[src/sys_info_consts.svh]
`ifndef SYS_INFO_CONSTS_SVH
`define SYS_INFO_CONSTS_SVH

// **************************************************
// Sample-rate measurement
// **************************************************
`define SYS_INFO_WINDOW       1000  // Clocks per window, short for sim
`define SYS_INFO_RATE_DIGITS  2     // BCD digits of the sample count
`define SYS_INFO_FRAME_DIGITS 4     // BCD digits of the frame count

`define SYS_INFO_BANKS        4     // SDRAM banks observed

// Status address fields
`define SYS_INFO_RGN_MSB      7     // Region select, upper bit
`define SYS_INFO_RGN_LSB      6     // Region select, lower bit
`define SYS_INFO_REG_STATS    2'd0  // Per-bank ready totals
`define SYS_INFO_REG_FRAME    2'd1  // Frame counter bytes
`define SYS_INFO_REG_RATE     2'd2  // Latched sample rate
`define SYS_INFO_REG_CFG      2'd3  // Core settings snapshot

`endif

[src/sys_info_pkg.sv]
package sys_info_pkg;

    `include "sys_info_consts.svh"

    // **************************************************
    // Status bus types
    // **************************************************
    typedef logic [7:0] status_addr_t;  // Region in 7:6, byte select below
    typedef logic [7:0] status_byte_t;  // One byte returned to the host

    // Frame counter, four packed BCD digits
    typedef logic [4*`SYS_INFO_FRAME_DIGITS-1:0] bcd16_t;

    typedef logic [`SYS_INFO_BANKS-1:0] bank_rdy_t;  // One ready per bank

    // Read front end states
    typedef enum logic [1:0] {
        IDLE      = 2'd0,  // Waiting for a host request
        WAIT_DATA = 2'd1,  // Address out, status byte registering
        RESP      = 2'd2   // Byte captured, offered to the host
    } port_state_t;

endpackage

[src/bcd_cnt.sv]
`timescale 1ns/10ps

module bcd_cnt #(
    parameter int DIGITS = 1,  // Number of BCD digits
    parameter bit WRAP   = 1   // 1: roll over to zero, 0: stop at all nines
) (
    input  logic                clk,
    input  logic                rst,
    input  logic                clr,  // Synchronous clear, wins over up
    input  logic                up,   // Count enable, one step per clock
    output logic [4*DIGITS-1:0] cnt
);

    logic [4*DIGITS-1:0] nxt;       // Value after one BCD increment
    logic                carry;     // Ripple carry into the current digit
    logic                all_nine;  // Counter at its top value

    // **************************************************
    // BCD increment with digit carry
    // **************************************************
    always_comb begin
        nxt      = cnt;
        carry    = 1'b1;  // Add one at the lowest digit
        all_nine = 1'b1;
        for (int i = 0; i < DIGITS; i++) begin
            if (cnt[4*i +: 4] != 4'd9) all_nine = 1'b0;
            if (carry) begin
                if (cnt[4*i +: 4] == 4'd9) begin
                    nxt[4*i +: 4] = 4'd0;  // Digit wraps, carry moves on
                end else begin
                    nxt[4*i +: 4] = cnt[4*i +: 4] + 4'd1;
                    carry         = 1'b0;
                end
            end
        end
    end

    always_ff @(posedge clk, posedge rst) begin
        if (rst) begin
            cnt <= '0;
        end else if (clr) begin
            cnt <= '0;
        end else if (up && (WRAP || !all_nine)) begin
            cnt <= nxt;  // Saturates at all nines when WRAP is 0
        end
    end

    for (genvar g = 0; g < DIGITS; g++) begin : g_digit_chk
        a_digit_bcd: assert property (@(posedge clk) disable iff (rst) cnt[4*g +: 4] <= 4'd9);
    end

endmodule

[src/sdram_stats.sv]
`timescale 1ns/10ps

`include "sys_info_consts.svh"

module sdram_stats import sys_info_pkg::*; (
    input  logic         clk,
    input  logic         rst,
    input  bank_rdy_t    rdy,      // Ready pulse per bank
    input  logic         lvbl,     // Vertical blank, low during blanking
    input  status_addr_t st_addr,
    output status_byte_t st_dout   // Total of the selected bank
);

    localparam int SEL_W = $clog2(`SYS_INFO_BANKS);  // Bank select bits

    logic         lvbl_l;                       // Delayed lvbl
    logic         lv_rise;                      // Start of the active frame
    status_byte_t run_cnt [`SYS_INFO_BANKS];    // Counts of the current frame
    status_byte_t total   [`SYS_INFO_BANKS];    // Counts of the previous frame

    assign lv_rise = lvbl & ~lvbl_l;

    always_ff @(posedge clk, posedge rst) begin
        if (rst) begin
            lvbl_l <= 1'b0;
        end else begin
            lvbl_l <= lvbl;
        end
    end

    // **************************************************
    // Per-bank saturating counters
    // **************************************************
    for (genvar b = 0; b < `SYS_INFO_BANKS; b++) begin : g_bank
        always_ff @(posedge clk, posedge rst) begin
            if (rst) begin
                run_cnt[b] <= '0;
                total[b]   <= '0;
            end else if (lv_rise) begin
                total[b]   <= run_cnt[b];          // Frame done, keep its total
                run_cnt[b] <= {7'd0, rdy[b]};      // Edge clock is already active
            end else if (lvbl && rdy[b] && run_cnt[b] != 8'hff) begin
                run_cnt[b] <= run_cnt[b] + 8'd1;   // Stops at 255
            end
        end

        // Only the frame start may bring a running count down
        a_run_mono: assert property (
            @(posedge clk) disable iff (rst)
            !lv_rise |=> run_cnt[b] >= $past(run_cnt[b])
        );
    end

    // Readout is combinational, sys_info registers it
    assign st_dout = total[st_addr[SEL_W-1:0]];

endmodule

[src/sys_info.sv]
`timescale 1ns/10ps

`include "sys_info_consts.svh"

module sys_info import sys_info_pkg::*; (
    input  logic         clk,
    input  logic         rst,
    input  logic         sample,     // Audio sample strobe
    input  logic         frame_run,  // Frame counting enable
    input  logic         flip,       // Screen flip setting
    input  logic         lvbl,       // Vertical blank, active low
    input  logic [6:0]   core_mod,
    input  logic [1:0]   dial_x,
    input  bank_rdy_t    bank_rdy,
    input  status_addr_t st_addr,
    output status_byte_t st_dout     // Registered status byte
);

    localparam int WIN_W = $clog2(`SYS_INFO_WINDOW);  // Window counter width

    logic             lvbl_l;     // Delayed lvbl for edge detect
    logic             sample_l;   // Delayed sample strobe
    logic             frame_up;
    logic             sample_up;
    logic [WIN_W-1:0] win_cnt;    // Clock position inside the window
    logic             win_end;    // Last clock of the window
    bcd16_t           frame_cnt;
    status_byte_t     scnt;       // Samples seen in this window, BCD
    status_byte_t     rate;       // Count of the last full window
    status_byte_t     stats;      // Selected bank total

    assign frame_up  = lvbl & ~lvbl_l & frame_run;  // New frame while running
    assign sample_up = sample & ~sample_l;
    assign win_end   = win_cnt == WIN_W'(`SYS_INFO_WINDOW - 1);

    // **************************************************
    // Edge detect and measurement window
    // **************************************************
    always_ff @(posedge clk, posedge rst) begin
        if (rst) begin
            lvbl_l   <= 1'b0;
            sample_l <= 1'b0;
            win_cnt  <= '0;
            rate     <= '0;
        end else begin
            lvbl_l   <= lvbl;
            sample_l <= sample;
            if (win_end) begin
                win_cnt <= '0;
                rate    <= scnt;  // Sample counter clears on this same clock
            end else begin
                win_cnt <= win_cnt + 1'b1;
            end
        end
    end

    bcd_cnt #(
        .DIGITS (`SYS_INFO_FRAME_DIGITS),
        .WRAP   (1'b1)
    ) u_frame_cnt (
        .clk    (clk),
        .rst    (rst),
        .clr    (1'b0),       // Runs from reset onwards
        .up     (frame_up),
        .cnt    (frame_cnt)
    );

    // Saturates at 99 within one window
    bcd_cnt #(
        .DIGITS (`SYS_INFO_RATE_DIGITS),
        .WRAP   (1'b0)
    ) u_sample_cnt (
        .clk    (clk),
        .rst    (rst),
        .clr    (win_end),
        .up     (sample_up),
        .cnt    (scnt)
    );

    sdram_stats u_stats (
        .clk     (clk),
        .rst     (rst),
        .rdy     (bank_rdy),
        .lvbl    (lvbl),
        .st_addr (st_addr),
        .st_dout (stats)
    );

    // **************************************************
    // Status register map
    // **************************************************
    always_ff @(posedge clk, posedge rst) begin
        if (rst) begin
            st_dout <= '0;
        end else begin
            case (st_addr[`SYS_INFO_RGN_MSB:`SYS_INFO_RGN_LSB])
                `SYS_INFO_REG_STATS: st_dout <= stats;
                `SYS_INFO_REG_FRAME: st_dout <= st_addr[0] ? frame_cnt[15:8] : frame_cnt[7:0];
                `SYS_INFO_REG_RATE:  st_dout <= rate;
                `SYS_INFO_REG_CFG:   st_dout <= {core_mod[3:0], dial_x, 1'b0, flip};
            endcase
        end
    end

endmodule

[src/status_port.sv]
`timescale 1ns/10ps

module status_port import sys_info_pkg::*; (
    input  logic         clk,
    input  logic         rst,
    input  logic         req_valid,
    output logic         req_ready,
    input  status_addr_t req_addr,
    output logic         resp_valid,
    input  logic         resp_ready,
    output status_byte_t resp_data,
    output status_addr_t st_addr,   // To sys_info
    input  status_byte_t st_dout    // Registered one clock after st_addr
);

    port_state_t state;

    assign req_ready = state == IDLE;  // One read in flight

    // **************************************************
    // Read FSM
    // **************************************************
    always_ff @(posedge clk, posedge rst) begin
        if (rst) begin
            state      <= IDLE;
            st_addr    <= '0;
            resp_valid <= 1'b0;
        end else begin
            case (state)
                IDLE: if (req_valid) begin
                    st_addr <= req_addr;  // Address goes out on the bus
                    state   <= WAIT_DATA;
                end
                WAIT_DATA: state <= RESP;  // st_dout registers this clock
                RESP: if (!resp_valid) begin
                    resp_valid <= 1'b1;    // Byte captured below
                end else if (resp_ready) begin
                    resp_valid <= 1'b0;
                    state      <= IDLE;
                end
                default: state <= IDLE;
            endcase
        end
    end

    always_ff @(posedge clk) begin
        if (state == RESP && !resp_valid) resp_data <= st_dout;
    end

    a_resp_hold: assert property (@(posedge clk) disable iff (rst)
        resp_valid && !resp_ready |=> resp_valid && $stable(resp_data));
    // Goes high on the second edge after the handshake, seen high on the third
    a_resp_lat: assert property (@(posedge clk) disable iff (rst)
        req_valid && req_ready |-> ##3 $rose(resp_valid));

endmodule

[src/sys_info_top.sv]
`timescale 1ns/10ps

module sys_info_top import sys_info_pkg::*; (
    input  logic         clk,
    input  logic         rst,
    input  logic         sample,
    input  logic         frame_run,
    input  logic         flip,
    input  logic         lvbl,
    input  logic [6:0]   core_mod,
    input  logic [1:0]   dial_x,
    input  bank_rdy_t    bank_rdy,
    input  logic         req_valid,
    output logic         req_ready,
    input  status_addr_t req_addr,
    output logic         resp_valid,
    input  logic         resp_ready,
    output status_byte_t resp_data
);

    status_addr_t st_addr;  // Status bus address, from the port
    status_byte_t st_dout;  // Status bus data, from the collector

    // Host side
    status_port u_port (
        .clk        (clk),
        .rst        (rst),
        .req_valid  (req_valid),
        .req_ready  (req_ready),
        .req_addr   (req_addr),
        .resp_valid (resp_valid),
        .resp_ready (resp_ready),
        .resp_data  (resp_data),
        .st_addr    (st_addr),
        .st_dout    (st_dout)
    );

    sys_info u_info (
        .clk       (clk),
        .rst       (rst),
        .sample    (sample),
        .frame_run (frame_run),
        .flip      (flip),
        .lvbl      (lvbl),
        .core_mod  (core_mod),
        .dial_x    (dial_x),
        .bank_rdy  (bank_rdy),
        .st_addr   (st_addr),
        .st_dout   (st_dout)
    );

endmodule

[config.mk]
export PLATFORM = sky130hd
export DESIGN_NAME = sys_info_top
export DESIGN_NICKNAME = d
export VERILOG_FILES = /design/src/sys_info_pkg.sv /design/src/bcd_cnt.sv /design/src/sdram_stats.sv /design/src/sys_info.sv /design/src/status_port.sv /design/src/sys_info_top.sv
export VERILOG_INCLUDE_DIRS = /design/src
export SDC_FILE = /design/constraint.sdc
export NUM_CORES = 1
export LEC_CHECK = 0
export BUFFER_PORTS_ARGS = -buffer_cell sky130_fd_sc_hd__buf_4
export CAP_MARGIN = 20
export CORE_ASPECT_RATIO = 0.8
export CORE_UTILIZATION = 55
export DETAILED_ROUTE_END_ITERATION = 8
export GPL_ROUTABILITY_DRIVEN = 0
export PLACE_DENSITY = 0.75
export SYNTH_ARGS = -nofsm -noshare
export SYNTH_HDL_FRONTEND = slang
export SYNTH_SLANG_ARGS = --single-unit
[constraint.sdc]
create_clock -name clk -period 4.2 [get_ports clk]
set_input_delay 0.84 -clock clk [delete_from_list [all_inputs] [get_ports clk]]
set_output_delay 0.84 -clock clk [all_outputs]
set_load 0.05 [all_outputs]
## Yosys cells after proc, flatten, opt, wreduce, memory -nomap -nowiden

Index checks and enable logic that the tools add are counted.
Widths: inputs -> output; s select.

| storage, ports and cells | value |
|---|---|
| bits in latches | 0 |
| memory bits (read-only) | 0 |
| output and inout port bits | 10 |
| register bits | 135 |
| logic and storage cells | 125 |
| memories kept | 0 |
| bits in writable memories | 0 |

| cells by class | value |
|---|---|
| bitwise gates (word level) | 6 |
| magnitude comparators | 1 |
| shift-type cells | 0 |
| equal/unequal tests | 21 |
| divide/modulo/power cells | 0 |
| $mul | 0 |
| add/subtract/negate cells | 11 |
| multiplexer cells | 37 |
| reductions and logical operators | 26 |

Operators with widths:

| operator | count |
|---|---|
| $mux 8 | 13 |
| $add 8x1->8 const B | 4 |
| $ne 8x8->1 const B | 4 |
| $pmux 8 s4 | 1 |
| $mux 4 | 7 |
| $add 4x1->4 const B | 6 |
| $eq 4x4->1 const B | 6 |
| $bmux 8 s2 | 1 |
| $reduce_bool 2->1 | 6 |
| $add 10x1->10 const B | 1 |
| $eq 10x10->1 const B | 1 |
| $logic_and 1x1->1 | 10 |
| $mux 1 | 10 |
| $mux 10 | 1 |
| $reduce_and 2->1 | 5 |
| $ne 4x4->1 const B | 2 |
| $eq 2x2->1 const B | 3 |
| $mux 2 | 3 |
| $pmux 2 s3 | 1 |
| $eq 2x1->1 const B | 2 |
| $logic_not 2->1 | 2 |
| $ne 2x2->1 const B | 2 |
| $and 1x1->1 | 3 |
| $ge 3x3->1 const B | 1 |
| 5 further kinds | 7 |

## Depth between registers and ports, before layout

Gate-level depths: netlist of the first run.

| depth | value |
|---|---|
| depth in word-level cells | 7 |
| depth in mapped cells | 7 |
| gate-level depth less buffers | 6 |

## By module

Synthesis of the first run repeated with hierarchy kept, for this count alone.

| unflattened totals | value |
|---|---|
| cells, all modules | 621 |
| area total of the unflattened synthesis | 6781.5 um^2 |

By module, submodules not included:

| module | sequential area each (um^2) | instances | cells an instance | area an instance (um^2) |
|---|---|---|---|---|
| sdram_stats | 1626.6 | 1 | 333 | 3220.6 |
| sys_info | 700.7 | 1 | 104 | 1408.9 |
| bcd_cnt at u_info.u_frame_cnt | 400.4 | 1 | 99 | 950.9 |
| status_port | 515.5 | 1 | 36 | 705.7 |
| bcd_cnt at u_info.u_sample_cnt | 200.2 | 1 | 49 | 495.5 |

## Worst setup path after synthesis of the first run

OpenSTA, ideal clock, no wires.

| timing | value |
|---|---|
| path type | register to register |
| start | register u_port.state[1] |
| end | register u_port.st_addr[0] |
| data required time | 4.075 ns |
| setup slack | 2.274 ns |
| stages on the path, launching flop included | 5 |
| data arrival time | 1.802 ns |
| path buffers | 1 |
| library setup time | 0.125 ns |
| cell sequence | dfrtp_1 -> nor2_1 -> and2_1 -> clkbuf_1 -> mux2_2 |

| between the ends | value |
|---|---|
| longest elaborated chain between the ends | 2 |

Ends and longest elaborated chain:

| item | RTL line | RTL |
|---|---|---|
| from (decl) | status_port.sv:16 | `port_state_t state;` |
| from (signal assigned) | status_port.sv:25 | `state <= IDLE;` |
| from (signal assigned) | status_port.sv:32 | `state <= WAIT_DATA;` |
| from (signal assigned) | status_port.sv:34 | `WAIT_DATA: state <= RESP;` |
| $logic_not 2->1 | - |  |
| named net req_ready | sys_info_top.sv:14 | `output logic req_ready,` |
| $reduce_and 2->1 (no line) | - |  |
| to (signal assigned) | status_port.sv:31 | `st_addr <= req_addr;` |
| to (decl) | status_port.sv:12 | `output status_addr_t st_addr,` |

The timed path passes the listed nets, and every way through them passes these cells.
A chain may end at the register's enable or synchronous reset.

==> metrics, run 1 <==
Num CTS Buffers=17; library cells used by synthesis=62; wire per inst=16.66 um; post-synthesis register bit count=131; ys flop type=dfrtp_1; dpl cell area=0.006604 sq mm; kind of critical path=flop to flop; core area=0.01098 sq mm; highest routed layer=met4; vias in the first global route=4,433; DRT antenna net count=0; H-tree levels=4; clock period minus worst slack=2.400 ns; Worst path top cell family by delay=flip-flops; Post CTS Setup Buffer Count=0; final worst path period share=57.14%; Port Buffers=31; First-pass DRT Iterations=5; CTS sink count=131; worst r2r src=u_info.lvbl_l$_DFF_PP0_; first-pass GRT wire length=21.96 mm; Pwr per Cell Area=542.1 mW/mm^2; Nets=653; static leakage=3.248 nW; DR WL met3=571 um; routed vias/inst=5.926; share of layout cells above drive strength 1=17.68%; clk_lat worst skew=0.42 ns; FMAX=416.7 MHz; Synthesized Nets=623; antenna cells=0; DRC=0; final setup vio count=0; Synth top area share=49.26%; r2r setup slk=1.80 ns; hold depth=0; Area growth, synth to finish=15.42%; RSZ-0062 raised after global routing=false; final instance area=0.007212 sq mm; DRT Wirelength=12.86 mm; Max-slew headroom=41.99%; Slew Limit Fails=0; sequential share of the synthesized area=53.10%; RR Endpoint=u_info.u_stats.run_cnt[27]$_DFFE_PP0P_; filler cell count=800; result of the run=finished, final reports clean; worst-case clock buffer depth=2; Post-Route M1 WL=5.969 mm; CTS tree=built; Clock Pin Slew Worst Setup and Hold Paths=0.06 ns; min-delay src=u_info.st_dout[2]$_DFF_PP0_; Die X=121.2 um; Reg area=0.003318 sq mm; global-route usage over all layers=24.26%; crit path max fanout=26; CP Data Arrival Time=2.74 ns; r2r worst-path depth=5; Synth area leader=dfrtp_1; Worst setup EP type=flop; worst hold slack=0.4170 ns; Final Hold Fails=0; Commonest cells post-synth=dfrtp_1, nand2_1, nor2_1, o21ai_0, nand3_1; WP data required=4.54 ns; max-cap violation count=0; Worst Skew=0.009513 ns; Slew @ Worst Pin=0.8701 ns; worst path buffer plus inverter count=2; DR vias=4,575; synthesized instance count=585; CTS resizes=0; die height=97.34 um; Worst setup SP type=flop; Peak VDD IR=0.3782 mV; CP max-delay cell=dfrtp_1; Hold EP=u_port.resp_data[2]$_DFFE_PP_; initial antenna violation count=0; die area=0.01179 sq mm; largest net degree at the start of global routing=64; Post-DP HPWL=8.617 mm; YS warnings=0; root buf cell=clkbuf_16; worst-path cell chain=inv_1 > nand2_1 > buf_4 > o21ai_0 > a31oi_1; Hold Crit Class=flop to flop; Mean Syn Cell Area=10.68 sq um; Post-synth EDFFs=8; Setup TNS=0 ns; met2 wire length=6.010 mm; # IOs=39; 1st-iter DRT viols=518; area taken by multi-input logic gates=0.002768 sq mm; Worst path max stage delay=0.80 ns; Synth Cell Area=0.006248 sq mm; row cnt=34; Async S/R FF share, synth=93.89%; Starting Density=56.93%; hold-fix buffers at CTS=0; dominant cells by area after synthesis=dfrtp_1, nand2_1, mux4_2, edfxtp_1, mux2_2; total global routing overflow=0
==> worst max-delay path by stage <==
stage | cells past startpoint | to | startpoint
2_1_floorplan | 1 | u_info.lvbl_l$_DFF_PP0_ | rst
6_report | 5 | u_info.u_stats.run_cnt[27]$_DFFE_PP0P_ | u_info.lvbl_l$_DFF_PP0_
3_5_place_dp | 5 | u_info.u_stats.run_cnt[20]$_DFFE_PP0P_ | lvbl
4_1_cts | 5 | u_info.u_stats.run_cnt[27]$_DFFE_PP0P_ | u_info.lvbl_l$_DFF_PP0_
5_1_grt | 5 | u_info.u_stats.run_cnt[27]$_DFFE_PP0P_ | u_info.lvbl_l$_DFF_PP0_
3_3_place_gp | 5 | u_info.u_stats.run_cnt[20]$_DFFE_PP0P_ | lvbl
==> final cells by class <==
cell class	instances	area share, %
timing repair buffer	35	3.817
multi-input combinational	414	38.38
sequential	131	46.01
tap	144	2.498
clock inverter	15	2.533
inverter	16	0.8675
clock buffer	17	5.899
==> power breakdown <==
group	leakage, nW	internal [mW]	switching (mW)
clock	0.286	0.938	0.565
combinational	1.26	0.334	0.344
sequential	1.70	1.47	0.260
total	3.25	2.74	1.17
==> placed cells by master (no fill, tap or decap), drive strengths merged, types with 4 or more instances in the layout <==
cell,netlist,final
edfxtp,8,8
and2,5,5
mux4,15,15
nor4,4,4
inv,16,19
clkinvlp,0,4
nand3b,4,4
xor2,14,14
o21ai,30,30
a211oi,4,4
nand4,8,8
nor2,35,35
clkbuf,16,17
nand2b,4,4
nand2,123,123
buf,8,35
a31oi,6,6
clkinv,0,5
mux2,20,20
ha,9,9
nor2b,8,8
nand3,24,24
dfrtp,123,123
a21oi,16,16
and3,4,4
o211ai,7,7
xnor2,11,11
nor3,12,12
==> layer usage <==
layer	vias up	GRT usage, %
met1	2269	34.75
met3	21	4.930
met2	142	35.60
met4	0	11.30
li1	2143	-
met5	-	0
==> worst reg2reg max path: cells and delay by family, from the launching register on <==
family                 cells  cell delay (ns)
AND/OR/NAND/NOR            1             0.55
buffers and inverters      2             0.66
AO/OA/AOI/OAI              2             0.31
flip-flops                 1             0.80
==> through the flow <==
step	setup slack [ns]	util, %	instances	power [mW]
detailed placement	1.801	60.17	740	2.419
global placement	1.827	60.17	740	2.379
floorplan	0.08912	-	585	2.221
global route	1.597	65.71	772	4.101
CTS	1.825	65.71	772	3.946
finish	1.800	65.71	772	3.909
==> cells by family (layout without fill, tap and decap cells) <==
logic type,Yosys count,in the layout,synth area share (%)
multiplexers,37,37,9.571
buffers and inverters,40,83,2.723
flip-flops,131,131,53.10
XOR/XNOR,25,25,3.504
AND/OR/NAND/NOR,252,252,19.88
adder cells (fa/ha/maj),9,9,1.802
AO/OA/AOI/OAI,91,91,9.412
==> state kept, by name, indices dropped and copies added, names as in the netlist, 8 cells and up <==
register	cells
u_info.u_frame_cnt.cnt	16
u_info.u_sample_cnt.cnt	8
u_info.u_stats.run_cnt	32
u_info.rate	8
u_port.resp_data	8
u_info.win_cnt	10
u_info.st_dout	8
u_info.u_stats.total	32
Power figures use the tool's default switching activity.
==> run 2, diff against run 1 <==
- ABC_AREA: not set -> 1
- PLACE_DENSITY: 0.75 -> 0.72
- clock period: 4.2 -> 2.3 ns (I/O delays scaled with it)
==> metrics, run 2 <==
result of the run=finished, violations left; failing checks=DRC; Peak VDD IR=0.6078 mV (+61%); Synth Cell Area=0.006459 sq mm (+3.4%); Pwr per Cell Area=1037 mW/mm^2 (+91%); Nets=907 (+39%); Max-slew headroom=54.87% (+13 points); routed vias/inst=5.358 (-9.6%); share of layout cells above drive strength 1=9.864% (-7.8 points); WP data required=2.63 ns (-1.91 ns); ys flop type=dfrtp_1; kind of critical path=flop to flop; antenna cells=0 (unchanged); DR vias=5,519 (+21%); Final Hold Fails=0 (unchanged); DRT antenna net count=0 (unchanged); Die X=123.2 um (+1.6%); sequential share of the synthesized area=51.38% (-1.7 points); Slew @ Worst Pin=0.6745 ns (-0.1956 ns); Synth area leader=dfrtp_1; post-synthesis register bit count=131 (unchanged); Final Total Pwr=7.900 mW (+100%); crit path max fanout=20 (-23%); worst-case clock buffer depth=2 (unchanged); die height=98.93 um (+1.6%); row cnt=35 (+2.9%); max-cap violation count=0 (unchanged); Worst setup EP type=flop; hold-fix buffers at CTS=0 (unchanged); Clock Pin Slew Worst Setup and Hold Paths=0.06 ns (about the same); Commonest cells post-synth=nand2_1, dfrtp_1, o21ai_0, inv_1, nor2_1; Synthesized Nets=866 (+39%); largest net degree at the start of global routing=59 (-7.8%); FMAX=577.2 MHz (+39%); CTS sink count=131 (unchanged); first-pass GRT wire length=24.72 mm (+13%); YS warnings=0 (unchanged); Post-DP HPWL=10.21 mm (+18%); # IOs=39 (unchanged); synthesized instance count=828 (+42%); total global routing overflow=0 (unchanged); RSZ-0062 raised after global routing=false; most numerous cell in the Yosys netlist=nand2_1; wire per inst=14.35 um (-14%); Setup TNS=0 ns (unchanged); final setup vio count=0 (unchanged); Top Registers=u_info.u_stats.run_cnt (32), u_info.u_stats.total (32), u_info.u_frame_cnt.cnt (16); core area=0.01147 sq mm (+4.5%); commonest cells after routing, fill and taps aside=nand2_1, dfrtp_1, o21ai_0, inv_1, nor2_1; root buf cell=clkbuf_16; H-tree levels=4 (unchanged); Post CTS Setup Buffer Count=0 (unchanged); clock period minus worst slack=1.733 ns (-0.6675 ns); dominant cells by area after synthesis=dfrtp_1, nand2_1, o21ai_0, inv_1, nand3_1; static leakage=3.738 nW (+15%); clk_lat worst skew=0.42 ns (about the same); CP Data Arrival Time=2.07 ns (-0.67 ns); DRT Wirelength=14.78 mm (+15%); DRC=2 (+2); Num CTS Buffers=17 (unchanged); Mean Syn Cell Area=7.800 sq um (-27%); CTS tree=built; Synth top area share=47.66% (-1.6 points); Worst setup SP type=flop; Hold Crit Class=input pin to async pin; commonest non-fill, non-tap cell in the layout=nand2_1; CTS resizes=0 (unchanged); Starting Density=56.29% (-0.64 points); Worst Skew=0.007109 ns (-0.002404 ns); 1st-iter DRT viols=504 (-2.7%); Area growth, synth to finish=17.90%; First-pass DRT Iterations=7 (+2); Post-synth EDFFs=8 (unchanged); Async S/R FF share, synth=93.89% (unchanged); library cells used by synthesis=28 (-55%); Slew Limit Fails=0 (unchanged); final worst path period share=75.33% (+18 points); Port Buffers=31 (unchanged); vias in the first global route=5,190 (+17%); initial antenna violation count=0 (unchanged); die area=0.01218 sq mm (+3.3%); global-route usage over all layers=26.52% (+2.3 points)
==> run 2: power by group <==
group / internal (mW) / total (mW) / leakage, nW / switching, mW
sequential: 2.71 / 3.04 / 1.70 / 0.326
clock: 2.24 / 3.28 / 0.346 / 1.04
combinational: 0.507 / 1.59 / 1.70 / 1.08
total: 5.46 / 7.90 / 3.74 / 2.44
==> run 2: cell families after synthesis <==
group / count (synthesis) / synth area share, %
AO/OA/AOI/OAI: 129 / 10.05
XOR/XNOR: 14 / 1.899
adder cells (fa/ha/maj): 9 / 1.744
buffers and inverters: 114 / 6.741
flip-flops: 131 / 51.38
AND/OR/NAND/NOR: 431 / 28.19
==> run 2: per-stage QoR <==
| stage | worst slack [ns] | area, sq um | hold slack (ns) | utilization [%] | std cells |
|---|---|---|---|---|---|
| 2_1_floorplan | 0.3287 | 6462 | 0.4007 | - | 828 |
| 3_3_place_gp | 0.6079 | 6898 | 0.4182 | 60.12 | 998 |
| 3_5_place_dp | 0.5966 | 6898 | 0.4211 | 60.12 | 998 |
| 4_1_cts | 0.5472 | 7615 | 0.03518 | 66.37 | 1030 |
| 5_1_grt | 0.4129 | 7615 | 0.05963 | 66.37 | 1030 |
| 6_report | 0.5675 | 7615 | 0.03374 | 66.37 | 1030 |
==> run 2: worst paths after layout <==
path,from,to,slack [ns],cells past startpoint
max in group asynchronous,rst,u_info.u_stats.total[6]$_DFFE_PP0P_,1.64,3
max reg2reg,u_info.lvbl_l$_DFF_PP0_,u_info.u_frame_cnt.cnt[6]$_DFFE_PP0P_,0.57,6
min in group clk,sample,u_info.sample_l$_DFF_PP0_,0.15,1
min,rst,u_info.win_cnt[3]$_DFF_PP0_,0.03,2
max,u_info.lvbl_l$_DFF_PP0_,u_info.u_frame_cnt.cnt[6]$_DFFE_PP0P_,0.57,6
min reg2reg,u_info.st_dout[0]$_DFF_PP0_,u_port.resp_data[0]$_DFFE_PP_,0.44,0
==> run 2: area by class of cell <==
type	count	area (sq um)
flip-flops and latches	131	3318
fillers	929	3859
well taps	148	185.2
repair buffers	40	325.3
clock inverters	12	249.0
inverters	96	364.1
multi-input cells	583	2705
clock buffers	20	467.9
==> run 2: layer usage <==
| layer | up-vias | share of wire [%] | global-route usage, % |
|---|---|---|---|
| li1 | 2741 | - | - |
| met1 | 2597 | 48 | 38.33 |
| met2 | 152 | 45 | 39.19 |
| met3 | 29 | 5.0 | 4.688 |
| met4 | 0 | 1.9 | 11.49 |
| met5 | - | 0 | 0 |
==> run 2: critical path, stage by stage (launching register included) <==
cell and delay, ns:
dfrtp_1 0.46, inv_1 0.13, nand2_2 0.29, nor2_4 0.26
nand2_1 0.10, nor2_1 0.20, xor2_1 0.20
==> run 3, diff against run 2 <==
- clock period: 2.3 -> 1.7 ns (I/O delays scaled with it)
==> metrics, run 3 (synthesized netlist as in run 2, its figures left out) <==
result of the run=finished, final reports clean; CTS resizes=0 (unchanged); vias in the first global route=5,288 (+1.9%); global-route usage over all layers=26.86% (+0.34 points); GR met3 Demand/Resource=6.134% (+1.4 points); total global routing overflow=0 (unchanged); Slew Limit Fails=0 (unchanged); Num CTS Buffers=17 (unchanged); Peak VDD IR=0.9537 mV (+57%); Die X=123.2 um (unchanged); DRT antenna net count=0 (unchanged); row cnt=35 (unchanged); die height=98.93 um (unchanged); grt met2 use=41.43% (+2.2 points); Worst path most repeated cell=nand2_1; r2r setup slk=0.16 ns (-0.41 ns); M1 GR Usage=37.21% (-1.1 points); share of layout cells above drive strength 1=10.82% (+0.96 points); Final Total Pwr=10.17 mW (+29%); root buf cell=clkbuf_16; Final Hold Fails=0 (unchanged); first-pass GRT wire length=25.03 mm (+1.2%); static leakage=3.710 nW (-0.74%); commonest non-fill, non-tap cell in the layout=nand2_1; Hold Crit Class=input pin to async pin; antenna cells=0 (unchanged); Area growth, synth to finish=17.40%; Pwr per Cell Area=1341 mW/mm^2 (+29%); filler cell count=935 (+0.65%); FMAX=648.1 MHz (+12%); final instance area=0.007582 sq mm (-0.43%); wire per inst=14.56 um (+1.5%); Slew @ Worst Pin=0.5567 ns (-0.1178 ns); CP max-delay cell=dfrtp_1; clock period minus worst slack=1.543 ns (-0.1894 ns); Top Registers=u_info.u_stats.run_cnt (32), u_info.u_stats.total (32), u_info.u_frame_cnt.cnt (16); CP Data Arrival Time=1.87 ns (-0.20 ns); worst hold slack=0.004269 ns (-0.02947 ns); max-cap violation count=0 (unchanged); kind of critical path=flop to flop; worst-case clock buffer depth=2 (unchanged); DRT Wirelength=15.07 mm (+2.0%); Starting Density=56.29% (unchanged); final worst path period share=90.77% (+15 points); Clock Pin Slew Worst Setup and Hold Paths=0.06 ns (about the same); CTS tree=built; Max-slew headroom=62.89% (+8.0 points); Port Buffers=31 (unchanged); clk_lat worst skew=0.42 ns (about the same); initial antenna violation count=0 (unchanged); H-tree levels=4 (unchanged); 1st-iter DRT viols=487 (-3.4%); Worst Skew=0.006329 ns (-0.0007800 ns); # IOs=39 (unchanged); die area=0.01218 sq mm (unchanged); Post CTS Setup Buffer Count=0 (unchanged); final setup vio count=0 (unchanged); Worst setup SP type=flop; First-pass DRT Iterations=7 (unchanged); DRC=0 (-2); DR vias=5,628 (+2.0%); WP data required=2.02 ns (-0.61 ns); crit path max fanout=7 (-65%); routed vias/inst=5.438 (+1.5%); Worst path max stage delay=0.41 ns (-0.05 ns); Worst setup EP type=flop; core area=0.01147 sq mm (unchanged); worst-path cell chain=inv_1 > ha_1 > nand2_1 > nor2_4 > nand2_1 > nand2_1 > inv_1 > nand2_1 > o21ai_0; commonest cells after routing, fill and taps aside=nand2_1, dfrtp_1, o21ai_0, inv_1, nor2_1; largest net degree at the start of global routing=104 (+76%); most used routing layer=met2; CTS sink count=131 (unchanged); dpl cell area=0.006935 sq mm (+0.54%); Nets=912 (+0.55%); hold-fix buffers at CTS=0 (unchanged); Post-DP HPWL=10.57 mm (+3.6%)
run 3: worst max-delay path, delay by kind of cell, from the launching register on:
kind | cells | cell delay [ns]
buf+inv | 2 | 0.27
flops | 1 | 0.41
fa+ha+maj | 1 | 0.18
compound gates | 1 | 0.19
simple gates | 5 | 0.40
run 3: worst paths after layout:
path / from / end / cells after the start
setup / recovery: u_info.u_sample_cnt.cnt[5]$_DFFE_PP0P_ / u_info.u_sample_cnt.cnt[3]$_DFFE_PP0P_ / 9
hold / removal: rst / u_info.u_stats.run_cnt[29]$_DFFE_PP0P_ / 3
setup reg to reg: u_info.u_sample_cnt.cnt[5]$_DFFE_PP0P_ / u_info.u_sample_cnt.cnt[3]$_DFFE_PP0P_ / 9
hold reg to reg: u_info.st_dout[0]$_DFF_PP0_ / u_port.resp_data[0]$_DFFE_PP_ / 0
max in group asynchronous: rst / u_info.u_stats.run_cnt[2]$_DFFE_PP0P_ / 3
min in group clk: sample / u_info.sample_l$_DFF_PP0_ / 1
run 3: final cells by class:
type	instances	area [sq um]	area share, %
flip-flops and latches	131	3318	43.76
multi-input cells	583	2740	36.14
clock buffers	22	454.2	5.990
inverters	96	364.1	4.802
repair buffers	45	362.8	4.785
well taps	148	185.2	2.442
clock inverters	10	157.7	2.079
run 3: metrics by stage:
step           util [%]  std cells   TNS [ns]  setup WS [ns]
2_1_floorplan         -        828     -18.61        -0.1513
3_3_place_gp      60.45       1003          0         0.1504
3_5_place_dp      60.45       1003          0        0.08890
4_1_cts           65.78       1035          0        0.07314
5_1_grt           66.09       1035  -0.003122      -0.003122
6_report          66.09       1035          0         0.1569
run 3: power by group:
| group | total, mW | leakage [nW] | switching, mW | internal (mW) |
|---|---|---|---|---|
| Clock | 3.81 | 0.290 | 1.32 | 2.48 |
| Combinational | 2.26 | 1.72 | 1.51 | 0.756 |
| Sequential | 4.09 | 1.70 | 0.426 | 3.67 |
| Total | 10.2 | 3.71 | 3.26 | 6.91 |
run 3: metal layers:
layer / vias to the layer above / part of all wire, %
met5: - / 0
met2: 183 / 47
met4: 0 / 1.7
met1: 2676 / 46
li1: 2747 / -
met3: 22 / 5.5
